### src/verilog/accel_defs.svh
`ifndef ACCEL_DEFS_SVH
`define ACCEL_DEFS_SVH

// number of peer accumulator cores
`define ACC_NUM_CORES 4

// word width on the bus and on the stream
`define ACC_DATA_W 32

// result ram address, one slot per core
`define ACC_ADDR_W 2

// base loop length, core k runs this plus k
`define ACC_ITERS 8

`endif

### src/verilog/accel_types_pkg.sv
`default_nettype none

`include "accel_defs.svh"

package accel_types_pkg;

    // operand and result word
    typedef logic [`ACC_DATA_W-1:0] data_t;
    // result ram address
    typedef logic [`ACC_ADDR_W-1:0] addr_t;
    // core index, same width as the ram address
    typedef logic [`ACC_ADDR_W-1:0] core_id_t;
    // one bit per core, done flags and grants
    typedef logic [`ACC_NUM_CORES-1:0] core_mask_t;

endpackage

`default_nettype wire

### src/verilog/accel_ctrl_pkg.sv
`default_nettype none

package accel_ctrl_pkg;

    // per core sequencing
    typedef enum logic [1:0] {IDLE, RUN, WRITE, DONE} core_state_t;

    // bus arbiter
    typedef enum logic {ARB_IDLE, ARB_BUSY} arb_state_t;

endpackage

`default_nettype wire

### src/verilog/wb_bus_if.sv
`timescale 1ns/1ps
`default_nettype none

`include "accel_defs.svh"

// wishbone classic, write only in this design
interface wb_bus_if import accel_types_pkg::*; ();

    logic  cyc;
    logic  stb;
    logic  we;
    addr_t adr;
    data_t dat_w;
    logic  ack;

    modport master (output cyc, stb, we, adr, dat_w, input ack);
    modport slave (input cyc, stb, we, adr, dat_w, output ack);

endinterface

`default_nettype wire

### src/verilog/agu.sv
`timescale 1ns/1ps
`default_nettype none

`include "accel_defs.svh"

// address counter, 0 up to fin then sticks there
module agu #(
    parameter int W = `ACC_ADDR_W
) (
    input  logic         clk,
    input  logic         rst,
    input  logic         en,
    input  logic         start,
    input  logic [W-1:0] fin,
    output logic [W-1:0] data,
    output logic         last
);

    always_ff @(posedge clk) begin
        if (rst) begin
            data <= '0;
        end else if (en) begin
            // start wins over counting
            if (start) begin
                data <= '0;
            end else if (data != fin) begin
                data <= data + 1'b1;
            end
        end
    end

    // high for as long as the counter sits at fin
    assign last = (data == fin);

endmodule

`default_nettype wire

### src/verilog/accum_core.sv
`timescale 1ns/1ps
`default_nettype none

`include "accel_defs.svh"

module accum_core import accel_types_pkg::*; import accel_ctrl_pkg::*; (
    input  logic     clk,
    input  logic     rst,
    input  core_id_t core_id,
    input  logic     start,
    input  data_t    operand,
    wb_bus_if.master bus,
    output logic     done
);

    core_state_t state;
    data_t       op_q;
    data_t       acc;
    data_t       add_val;
    logic [7:0]  iter_cnt;
    logic        last_iter;

    // first ACC_ITERS cycles add op+id and the id extra cycles add nothing
    assign add_val   = (iter_cnt < 8'(`ACC_ITERS)) ? op_q + data_t'(core_id) : '0;
    assign last_iter = (iter_cnt == 8'(`ACC_ITERS + core_id - 1));

    // ========================================================================
    // sequencing
    // ========================================================================
    always_ff @(posedge clk) begin
        if (rst) begin
            state <= IDLE;
        end else begin
            case (state)
                // start while busy falls through untouched
                IDLE:    if (start) state <= RUN;
                RUN:     if (last_iter) state <= WRITE;
                WRITE:   if (bus.ack) state <= DONE;
                DONE:    state <= IDLE;
                default: state <= IDLE;
            endcase
        end
    end

    // operand capture and accumulate
    always_ff @(posedge clk) begin
        if (state == IDLE && start) begin
            op_q     <= operand;
            acc      <= '0;
            iter_cnt <= '0;
        end else if (state == RUN) begin
            acc      <= acc + add_val;
            iter_cnt <= iter_cnt + 8'd1;
        end
    end

    // bus request lives exactly as long as WRITE
    assign bus.cyc   = (state == WRITE);
    assign bus.stb   = (state == WRITE);
    assign bus.we    = (state == WRITE);
    assign bus.adr   = addr_t'(core_id);
    assign bus.dat_w = acc;

    // one cycle after the ack
    assign done = (state == DONE);

    // request and its payload hold until the slave answers
    a_stb_hold: assert property (@(posedge clk) disable iff (rst)
        (bus.stb && !bus.ack) |=> (bus.stb && $stable(bus.dat_w) && $stable(bus.adr)));

endmodule

`default_nettype wire

### src/verilog/wb_arbiter.sv
`timescale 1ns/1ps
`default_nettype none

`include "accel_defs.svh"

module wb_arbiter import accel_types_pkg::*; import accel_ctrl_pkg::*; (
    input  logic     clk,
    input  logic     rst,
    wb_bus_if.slave  masters [`ACC_NUM_CORES],
    wb_bus_if.master slave
);

    arb_state_t state;
    core_mask_t req;
    core_mask_t grant;
    core_mask_t pick_mask;
    core_id_t   last_id;
    core_id_t   pick_id;
    logic       stb_v [`ACC_NUM_CORES];
    logic       we_v  [`ACC_NUM_CORES];
    addr_t      adr_v [`ACC_NUM_CORES];
    data_t      dat_v [`ACC_NUM_CORES];

    // flatten the interface array, ack only to the granted core
    genvar k;
    generate
        for (k = 0; k < `ACC_NUM_CORES; k++) begin : g_port
            assign req[k]         = masters[k].cyc;
            assign stb_v[k]       = masters[k].stb;
            assign we_v[k]        = masters[k].we;
            assign adr_v[k]       = masters[k].adr;
            assign dat_v[k]       = masters[k].dat_w;
            assign masters[k].ack = slave.ack & grant[k];
        end
    endgenerate

    // ========================================================================
    // round robin, search starts one past the last winner
    // ========================================================================
    always_comb begin
        core_id_t cand;
        pick_id = last_id;
        // walk down so last_id+1 is the final override, highest priority
        for (int i = `ACC_NUM_CORES; i >= 1; i--) begin
            cand = core_id_t'(last_id + i);
            if (req[cand]) pick_id = cand;
        end
        pick_mask = core_mask_t'(1) << pick_id;
    end

    always_ff @(posedge clk) begin
        if (rst) begin
            state   <= ARB_IDLE;
            grant   <= '0;
            last_id <= core_id_t'(`ACC_NUM_CORES - 1);
        end else begin
            case (state)
                ARB_IDLE: if (|req) begin
                    grant   <= pick_mask;
                    last_id <= pick_id;
                    state   <= ARB_BUSY;
                end
                // owner keeps the bus until it drops cyc
                ARB_BUSY: if (!(|(req & grant))) begin
                    grant <= '0;
                    state <= ARB_IDLE;
                end
                default: state <= ARB_IDLE;
            endcase
        end
    end

    // route the owner to the ram
    always_comb begin
        slave.cyc   = 1'b0;
        slave.stb   = 1'b0;
        slave.we    = 1'b0;
        slave.adr   = '0;
        slave.dat_w = '0;
        for (int i = 0; i < `ACC_NUM_CORES; i++) begin
            if (grant[i]) begin
                slave.cyc   = req[i];
                slave.stb   = stb_v[i];
                slave.we    = we_v[i];
                slave.adr   = adr_v[i];
                slave.dat_w = dat_v[i];
            end
        end
    end

    // single owner, and only while busy
    a_grant: assert property (@(posedge clk) disable iff (rst)
        $onehot0(grant) && ((grant != '0) == (state == ARB_BUSY)));

endmodule

`default_nettype wire

### src/verilog/result_ram.sv
`timescale 1ns/1ps
`default_nettype none

`include "accel_defs.svh"

module result_ram import accel_types_pkg::*; (
    input  logic    clk,
    input  logic    rst,
    wb_bus_if.slave bus,
    input  logic    rd_en,
    input  addr_t   rd_addr,
    output data_t   rd_data
);

    data_t mem [`ACC_NUM_CORES];
    logic  wr_go;

    // accept on the first cycle of a strobe, ack goes out alongside
    assign wr_go = bus.cyc & bus.stb & bus.we & ~bus.ack;

    // ack one cycle after stb, single cycle wide
    always_ff @(posedge clk) begin
        if (rst) begin
            bus.ack <= 1'b0;
        end else begin
            bus.ack <= bus.cyc & bus.stb & ~bus.ack;
        end
    end

    always_ff @(posedge clk) begin
        if (wr_go) mem[bus.adr] <= bus.dat_w;
    end

    // stream side read, holds when rd_en is low
    always_ff @(posedge clk) begin
        if (rd_en) rd_data <= mem[rd_addr];
    end

endmodule

`default_nettype wire

### src/verilog/stream_ctrl.sv
`timescale 1ns/1ps
`default_nettype none

`include "accel_defs.svh"

module stream_ctrl import accel_types_pkg::*; (
    input  logic       clk,
    input  logic       rst,
    input  core_mask_t done,
    input  logic       dst_ready,
    output logic       dst_valid,
    output logic       dst_last,
    output logic       stream_v,
    output addr_t      rd_addr
);

    core_mask_t done_seen;
    logic       all_seen;
    logic       all_done_n;
    logic       done_keep;
    logic       stream_ok;
    logic       stream_active;
    logic       agu_start;
    logic       last_addr;

    // ========================================================================
    // done collection
    // ========================================================================
    assign all_seen = &done_seen;

    // sticky per core, cleared once the full set is in
    always_ff @(posedge clk) begin
        if (rst) begin
            done_seen <= '0;
        end else if (all_seen) begin
            done_seen <= '0;
        end else begin
            done_seen <= done_seen | done;
        end
    end

    // registered detect, single pulse
    always_ff @(posedge clk) begin
        if (rst) all_done_n <= 1'b0;
        else     all_done_n <= all_seen;
    end

    // remember the pulse if the sink is stalled or a stream still runs
    always_ff @(posedge clk) begin
        if (rst) begin
            done_keep <= 1'b0;
        end else if (stream_ok) begin
            done_keep <= 1'b0;
        end else if (all_done_n) begin
            done_keep <= 1'b1;
        end
    end

    assign stream_ok = (all_done_n | done_keep) & dst_ready & ~stream_active;
    assign agu_start = stream_ok;

    // ========================================================================
    // streaming, everything moves only with dst_ready
    // ========================================================================
    always_ff @(posedge clk) begin
        if (rst) begin
            stream_active <= 1'b0;
        end else if (stream_ok) begin
            stream_active <= 1'b1;
        end else if (dst_ready & last_addr) begin
            stream_active <= 1'b0;
        end
    end

    agu #(.W(`ACC_ADDR_W)) u_agu (
        .clk   (clk),
        .rst   (rst),
        .en    (dst_ready),
        .start (agu_start),
        .fin   (addr_t'(`ACC_NUM_CORES - 1)),
        .data  (rd_addr),
        .last  (last_addr)
    );

    // ram read one cycle ahead of valid
    assign stream_v = stream_active & dst_ready;

    always_ff @(posedge clk) begin
        if (rst) begin
            dst_valid <= 1'b0;
            dst_last  <= 1'b0;
        end else if (dst_ready) begin
            dst_valid <= stream_active;
            dst_last  <= stream_active & last_addr;
        end
    end

    a_last_valid: assert property (@(posedge clk) disable iff (rst)
        dst_last |-> dst_valid);

endmodule

`default_nettype wire

### src/verilog/accel_top.sv
`timescale 1ns/1ps
`default_nettype none

`include "accel_defs.svh"

module accel_top import accel_types_pkg::*; (
    input  logic  clk,
    input  logic  rst,
    input  logic  start,
    input  data_t operand,
    input  logic  dst_ready,
    output logic  dst_valid,
    output logic  dst_last,
    output data_t dst_data
);

    core_mask_t done;
    logic       stream_v;
    addr_t      rd_addr;

    // one bus per core, one toward the ram
    wb_bus_if core_bus [`ACC_NUM_CORES] ();
    wb_bus_if ram_bus ();

    // ========================================================================
    // cores, operand broadcast to all
    // ========================================================================
    genvar k;
    generate
        for (k = 0; k < `ACC_NUM_CORES; k++) begin : g_core
            accum_core u_core (
                .clk     (clk),
                .rst     (rst),
                .core_id (core_id_t'(k)),
                .start   (start),
                .operand (operand),
                .bus     (core_bus[k]),
                .done    (done[k])
            );
        end
    endgenerate

    wb_arbiter u_arb (
        .clk     (clk),
        .rst     (rst),
        .masters (core_bus),
        .slave   (ram_bus)
    );

    // registered read data is the stream payload
    result_ram u_ram (
        .clk     (clk),
        .rst     (rst),
        .bus     (ram_bus),
        .rd_en   (stream_v),
        .rd_addr (rd_addr),
        .rd_data (dst_data)
    );

    stream_ctrl u_stream (
        .clk       (clk),
        .rst       (rst),
        .done      (done),
        .dst_ready (dst_ready),
        .dst_valid (dst_valid),
        .dst_last  (dst_last),
        .stream_v  (stream_v),
        .rd_addr   (rd_addr)
    );

endmodule

`default_nettype wire

### config.mk
export PLATFORM = sky130hd
export DESIGN_NAME = accel_top
export DESIGN_NICKNAME = d
export VERILOG_FILES = /design/src/verilog/accel_types_pkg.sv /design/src/verilog/accel_ctrl_pkg.sv /design/src/verilog/wb_bus_if.sv /design/src/verilog/agu.sv /design/src/verilog/accum_core.sv /design/src/verilog/wb_arbiter.sv /design/src/verilog/result_ram.sv /design/src/verilog/stream_ctrl.sv /design/src/verilog/accel_top.sv
export VERILOG_INCLUDE_DIRS = /design/src /design/src/verilog
export SDC_FILE = /design/constraint.sdc
export NUM_CORES = 1
export LEC_CHECK = 0
export BUFFER_PORTS_ARGS = -buffer_cell sky130_fd_sc_hd__buf_2
export CAP_MARGIN = 20
export CORE_MARGIN = 2
export CORE_UTILIZATION = 65
export CTS_BUF_LIST = sky130_fd_sc_hd__clkbuf_8
export CTS_CLUSTER_DIAMETER = 120
export DETAILED_ROUTE_END_ITERATION = 8
export GPL_TIMING_DRIVEN = 0
export PLACE_DENSITY = 0.83
export SYNTH_ARGS = -nofsm -noshare
export SYNTH_HDL_FRONTEND = slang
export SYNTH_SLANG_ARGS = --single-unit
### constraint.sdc
create_clock -name clk -period 9.1 [get_ports clk]
set_input_delay 1.365 -clock clk [delete_from_list [all_inputs] [get_ports clk]]
set_output_delay 1.365 -clock clk [all_outputs]
set_load 0.005 [all_outputs]
==> results of run 1 <==
## cell families after synthesis
logic type | count (synthesis)
XOR/XNOR | 187
buffers and inverters | 161
AO/OA/AOI/OAI | 577
AND/OR/NAND/NOR | 884
multiplexers | 116
flip-flops | 475
adder cells (fa/ha/maj) | 159
## power breakdown
group          total, mW  switching, mW  internal [mW]  leakage (nW)
registers           3.10          0.344           2.76          4.22
logic               3.89           2.37           1.52          6.40
clock network       1.91          0.872           1.04         0.920
## placed cells by master, fill, tap and decap left out, drive strengths merged, types with 14 or more instances in the layout
cell type / netlist / final
a211oi: 31 / 31
a21o: 72 / 72
a21oi: 187 / 187
a221o: 37 / 37
a31oi: 19 / 19
and2: 44 / 44
and3: 34 / 34
buf: 19 / 102
clkbuf: 81 / 169
clkinv: 5 / 20
dfxtp: 187 / 187
edfxtp: 288 / 288
ha: 155 / 155
inv: 56 / 89
mux2i: 83 / 83
mux4: 32 / 32
nand2: 159 / 159
nand2b: 17 / 17
nand3: 82 / 82
nand4: 41 / 41
nor2: 360 / 360
nor2b: 15 / 15
nor3: 40 / 40
o21a: 14 / 14
o21ai: 119 / 119
or3: 36 / 36
xnor2: 79 / 79
xor2: 108 / 108
## worst max-delay path by stage
stage,from,endpoint,slack (ns),depth (start not counted)
after floorplan,g_core[1].u_core.state[0],u_ram.mem[1][0],3.99,8
after global placement,u_arb.grant[2],u_ram.mem[1][5],0.81,6
after detailed placement,g_core[0].u_core.iter_cnt[3],g_core[0].u_core.bus.dat_w[27],4.44,14
after CTS,g_core[0].u_core.iter_cnt[3],g_core[0].u_core.bus.dat_w[27],4.41,14
after global routing,g_core[1].u_core.iter_cnt[4],g_core[1].u_core.bus.dat_w[31],4.12,14
final,g_core[0].u_core.iter_cnt[3],g_core[0].u_core.bus.dat_w[27],4.38,14
## final cells by class
cell class                      count  area share (%)
Buffer                            100            1.31
Inverter                           61           0.788
Tap cell                          525            2.26
Clock inverter                     57            1.36
Clock buffer                       88            4.17
Multi-Input combinational cell   1923            45.7
Timing Repair Buffer               84            1.78
Sequential cell                   475            42.7
## per-layer routing
layer / GRT usage, % / wire length (um) / part of all wire (%) / up-vias
met5: 0 / 12 / 0.017 / -
met4: 14.8 / 3010 / 4.2 / 2
met3: 3.93 / 4910 / 6.9 / 180
met2: 59.0 / 34700 / 49 / 921
met1: 43.0 / 28400 / 40 / 9820
li1: - / - / - / 9778
## sequential cells by signal (all words and copies together) (netlist names)
name,flops
g_core.u_core.state,8
u_stream.u_agu.data,2
u_stream.dst_last,1
u_arb.last_id,2
g_core.u_core.bus.dat_w,128
u_ram.mem,128
g_core.u_core.iter_cnt,32
u_stream.done_seen,4
u_stream.done_keep,1
u_stream.all_done_n,1
u_stream.dst_valid,1
u_arb.grant,4
u_ram.bus.ack,1
u_arb.state,1
u_stream.stream_active,1
g_core.u_core.op_q,128
u_ram.rd_data,32
## worst max-delay path: stages (launching register included)
cell and delay (ns):
dfxtp_1 0.34, or4_1 0.52, nor2_1 0.45, clkbuf_1 0.42
and2_1 0.24, ha_1 0.26, a211o_1 0.29, a21oi_1 0.19
o21ai_1 0.16, a21oi_2 0.25, o21ai_1 0.18, o41ai_1 0.82
a21oi_1 0.17, xnor2_1 0.21, a21oi_1 0.09
==> out/qor.csv, run 1 <==
stage,metric,value,unit
run_status,status,completed,
route,wl_per_cell,21.4,um
floorplan,io-pin-count,70,
hold_path,worstHoldPathType,reg2reg,
floorplan,die_y,205,um
synth,avgSynthCellArea,10.3,sq um
sta,finalCritPeriodShare,51.9,%
grt,grt_pass1_vias,20165,
hold_path,holdPathStages,1,
synth,synth_top_area_share,33.0,%
job,cap_violations,0,
synth,synth-xor-area-share,6.24,%
placed_design,dpl_cell_area,0.0274,sq mm
floorplan,initial_utilization,65.9,%
hold_path,hold_start,u_stream.done_seen[0],
clocking,clk_pin_slew,0.06,ns
worst_setup_path,reg2reg_to,g_core[0].u_core.bus.dat_w[27],
sta,worstMarginPinSlew,1.05,ns
clocking,cts_buffers,78,
synth,synthTopCellsByCount,"nor2_1, edfxtp_1, dfxtp_1",
clocking,cts-root-buf,clkbuf_8,
power_and_ir_drop,powerDensity,306,mW/mm^2
floorplan,num_rows,73,
synth,ys.flop_type,edfxtp_1,
clocking,cts_tree,done,
worst_setup_path,end_kind,flip-flop,
hold_path,holdPathEnd,u_stream.done_seen[0],
route,num_vias,20701,
sta,tns,0,ns
worst_setup_path,crit_arrival,5.23,ns
layout,drive_gt1_share,9.61,%
layout,area_delta_synth_final,10.7,%
synth,synth-seq-cells,475,
sta,finalHoldViolCount,0,
synth,yosysWarnings,0,
power_and_ir_drop,peakVddDrop,0.196,mV
sta,slew_viol_final,0,
worst_setup_path,r2r-start,g_core[0].u_core.iter_cnt[3],
grt,grt_max_degree,42,
sta,final-setup-viol-count,0,
synth,netlist_area,0.0262,sq mm
floorplan,die_area,0.0420,sq mm
layout,final_core_util,72.9,%
route,drc,0,
synth,synth_cell_type_count,84,
synth,synth_edf_count,288,
clocking,cts.sinks,475,
floorplan,fp.coreArea,0.0398,sq mm
power_and_ir_drop,power.total,8.90,mW
synth,synth_compound_area_share,14.6,%
grt,grt.total_usage,34.0,%
route,dr.first_iter.drc_count,1765,
synth,syn_nets,2754,
clocking,htreeDepth,3,
sta,timing.fmax,0.212,GHz
layout,final-instance-count-excl-fill,3313,
synth,syn_inst,2559,
layout,multi_input_area,0.0133,sq mm
layout,nFillCells,2879,
route,dr.pass1.iters,8,
placed_design,pre_cts_slack,4.44,ns
synth,synth_top_family_by_area,simple AND/OR/NAND/NOR gates,
sta,fin_ws,4.38,ns
power_and_ir_drop,p_leak,11.5,nW
worst_setup_path,r2r_slack,4.38,ns
clocking,ctsResizeCount,0,
sta,clock_skew,0.0306,ns
grt,antenna_found_initial,1,
synth,synth-simple-area-share,15.9,%
clocking,cts_buffer_depth,3,
layout,design_area,0.0291,sq mm
worst_setup_path,path_max_fanout,10,
placed_design,portBuffers,69,
floorplan,die_w,205,um
layout,regArea,0.0124,sq mm
grt,grt_first_pass_wirelength,109000,um
layout,fin_nets,2918,
layout,diodes,0,
placed_design,dp.cells,3168,
clocking,cts_hold_buf,0,
synth,synth_top_cells_by_area,"edfxtp_1, dfxtp_1, ha_1, nor2_1, xor2_1",
sta,relSlewSlack,30.0,%
route,routed_wl,71000,um
synth,muxShareOfSynthArea,5.96,%
grt,overflow,0,
worst_setup_path,worst-setup-path-type,reg2reg,
clocking,postCtsSetupBuffers,0,
synth,synth-async-reset-ratio,0,%
synth,ys_seq_area_share,47.2,%
clocking,clk_latency,0.65,ns
placed_design,dp_hpwl,54600,um
worst_setup_path,r2r_cells,14,
synth,yosysMostFrequentCell,nor2_1,
synth,synth_top_cell_by_area,edfxtp_1,
worst_setup_path,cp-start-kind,flip-flop,
sta,grt_setup_unrepaired,no,
route,viasPerCell,6.25,
worst_setup_path,crit_required,9.61,ns
route,postRouteAntennaNets,0,
placed_design,place_congestion,0.936,
synth,synth_fa_ha_area_share,7.70,%
sta,finalCriticalPeriod,4.72,ns
sta,hold-worst-slack,0.457,ns
(Power assumes the default switching activity.)
==> run 2: changes to the inputs <==
==> constraint.sdc (replaced) <==
create_clock -name clk -period 4.7 [get_ports clk]
set_input_delay 0.705 -clock clk [delete_from_list [all_inputs] [get_ports clk]]
set_output_delay 0.705 -clock clk [all_outputs]
set_load 0.005 [all_outputs]
==> run 2 against run 1 <==
Against the previous run:
- hold slack got worse by 0.13 ns
- via count decreased by 0.18%
- design area increased by 0.34%
- worst setup slack got worse by 4.1 ns
- fmax increased by 7.7%
- core utilization increased by 0.25 points
- clock-buffer cell count decreased by 7
- sequential power increased by 94%
- global-route usage decreased by 0.10 points
- total power increased by 95%
- non-clock buffer count decreased by 1
- clock power increased by 99%
==> out/qor.csv, run 2 (synthesis results as in run 1) <==
stage,metric,value,unit,change
run_status,status,completed,,
route,postRouteAntennaNets,0,,unchanged
power_and_ir_drop,p_leak,11.5,nW,about the same
power_and_ir_drop,power.total,17.3,mW,+95%
sta,worstMarginPinSlew,1.14,ns,+0.0967 ns
layout,area_delta_synth_final,11.1,%,
clocking,htreeDepth,3,,unchanged
worst_setup_path,cp-start-kind,flip-flop,,
sta,final-setup-viol-count,0,,unchanged
placed_design,place_congestion,0.946,,+1.1%
floorplan,die_w,205,um,unchanged
clocking,clk_latency,0.66,ns,about the same
grt,grt_first_pass_wirelength,109000,um,-0.62%
power_and_ir_drop,peakVddDrop,0.561,mV,+190%
worst_setup_path,r2r_slack,0.32,ns,-4.06 ns
worst_setup_path,crit_required,5.23,ns,-4.38 ns
job,cap_violations,0,,unchanged
clocking,cts_tree,done,,
clocking,cts_buffer_depth,3,,unchanged
clocking,cts-root-buf,clkbuf_8,,
layout,drive_gt1_share,9.91,%,+0.30 points
placed_design,portBuffers,69,,unchanged
floorplan,die_area,0.0420,sq mm,unchanged
route,num_vias,20664,,-0.18%
worst_setup_path,end_kind,flip-flop,,
worst_setup_path,r2r-start,g_core[3].u_core.iter_cnt[3],,
floorplan,die_y,205,um,unchanged
grt,overflow,0,,unchanged
layout,fin_nets,2917,,-0.034%
layout,nFillCells,2828,,-1.8%
clocking,cts_buffers,78,,unchanged
sta,timing.fmax,0.228,GHz,+7.7%
sta,slew_viol_final,0,,unchanged
sta,relSlewSlack,22.7,%,-7.4 points
route,drc,0,,unchanged
route,dr.pass1.iters,7,,-1
floorplan,num_rows,73,,unchanged
layout,diodes,0,,unchanged
power_and_ir_drop,powerDensity,595,mW/mm^2,+94%
route,dr.first_iter.drc_count,1659,,-6.0%
floorplan,io-pin-count,70,,unchanged
worst_setup_path,crit_arrival,4.92,ns,-0.31 ns
worst_setup_path,r2r_cells,14,,unchanged
sta,fin_ws,0.317,ns,-4.06 ns
grt,antenna_found_initial,1,,unchanged
grt,grt.total_usage,33.9,%,-0.10 points
worst_setup_path,path_max_fanout,10,,unchanged
grt,grt_max_degree,42,,unchanged
worst_setup_path,reg2reg_to,g_core[3].u_core.bus.dat_w[28],,
floorplan,initial_utilization,65.9,%,unchanged
floorplan,fp.coreArea,0.0398,sq mm,unchanged
sta,clock_skew,0.0257,ns,-0.00492 ns
placed_design,pre_cts_slack,0.110,ns,-4.33 ns
placed_design,dp_hpwl,54500,um,-0.17%
hold_path,holdPathStages,1,,unchanged
hold_path,worstHoldPathType,in2reg,,
clocking,cts_hold_buf,0,,unchanged
route,viasPerCell,6.24,,about the same
worst_setup_path,critical_path.startpoint,g_core[3].u_core.iter_cnt[3],,
hold_path,hold_start,operand[3],,
clocking,clk_pin_slew,0.07,ns,about the same
sta,finalCriticalPeriod,4.38,ns,-0.336 ns
hold_path,holdPathEnd,g_core[0].u_core.op_q[3],,
layout,final_cell_mix,"nor2_1, edfxtp_1, dfxtp_1",,
route,routed_wl,70300,um,-0.96%
sta,finalCritPeriodShare,93.2,%,+41 points
sta,finalHoldViolCount,0,,unchanged
grt,grt_pass1_vias,20248,,+0.41%
clocking,cts.sinks,475,,unchanged
layout,final_common_cell,nor2_1,,
route,wl_per_cell,21.2,um,-0.87%
worst_setup_path,worst-setup-path-type,reg2reg,,
run 2: report_power, final:
part	internal (mW)	switching, mW
registers	5.34	0.660
logic	2.96	4.59
clock network	2.11	1.69
run 2: per-layer routing:
metal | global-route usage [%] | wire length [um] | vias up
met2 | 58.3 | 34000 | 898
met5 | 0 | 0 | -
li1 | - | - | 9784
met1 | 42.4 | 27800 | 9800
met4 | 14.9 | 3150 | 0
met3 | 5.25 | 5280 | 182
run 2: how the worst max path moves through the flow:
stage / end
after CTS: g_core[1].u_core.bus.dat_w[31]
after global placement: u_ram.mem[2][4]
after global routing: g_core[3].u_core.bus.dat_w[25]
after floorplan: u_ram.mem[2][0]
after detailed placement: g_core[1].u_core.bus.dat_w[31]
final: g_core[3].u_core.bus.dat_w[28]
run 2: critical path, stage by stage, from the launching register on:
cell and delay (ns):
dfxtp_1 0.46, nand2b_1 0.43, clkbuf_1 0.52, nor2_1 0.10
ha_1 0.23, fa_1 0.42, a21oi_1 0.26, o21ai_2 0.13
a2111oi_4 0.45, o31ai_4 0.15, a2111oi_4 0.37, nor3b_2 0.13
and2_1 0.17, mux2i_1 0.11, a311o_1 0.32
run 2: layout make-up:
cell class,count,area (sq um),share of cell area [%]
inverter,61,229,0.786
buffer,100,383,1.31
timing repair buffer,83,534,1.83
multi-input combinational,1923,13300,45.7
clock inverter,62,509,1.75
sequential,475,12400,42.5
tap,525,657,2.25
clock buffer,81,1110,3.82
run 2: per-stage QoR:
step	hold slack [ns]	cells	utilization [%]	setup TNS, ns	area, sq um
after floorplan	0.427	2559	-	0	26200
after global placement	0.437	3153	68.4	-121.10	27200
after detailed placement	0.466	3164	68.9	0	27500
after CTS	0.305	3307	73.0	0	29100
after global routing	0.304	3310	73.2	-0.0120	29100
final	0.329	3310	73.2	0	29100
run 2: repair_timing:
action                     in CTS  in global routing
setup endpoints to repair       0                 12
resized for setup               0                 12
hold endpoints to repair        0                  0
setup buffers                   0                  3
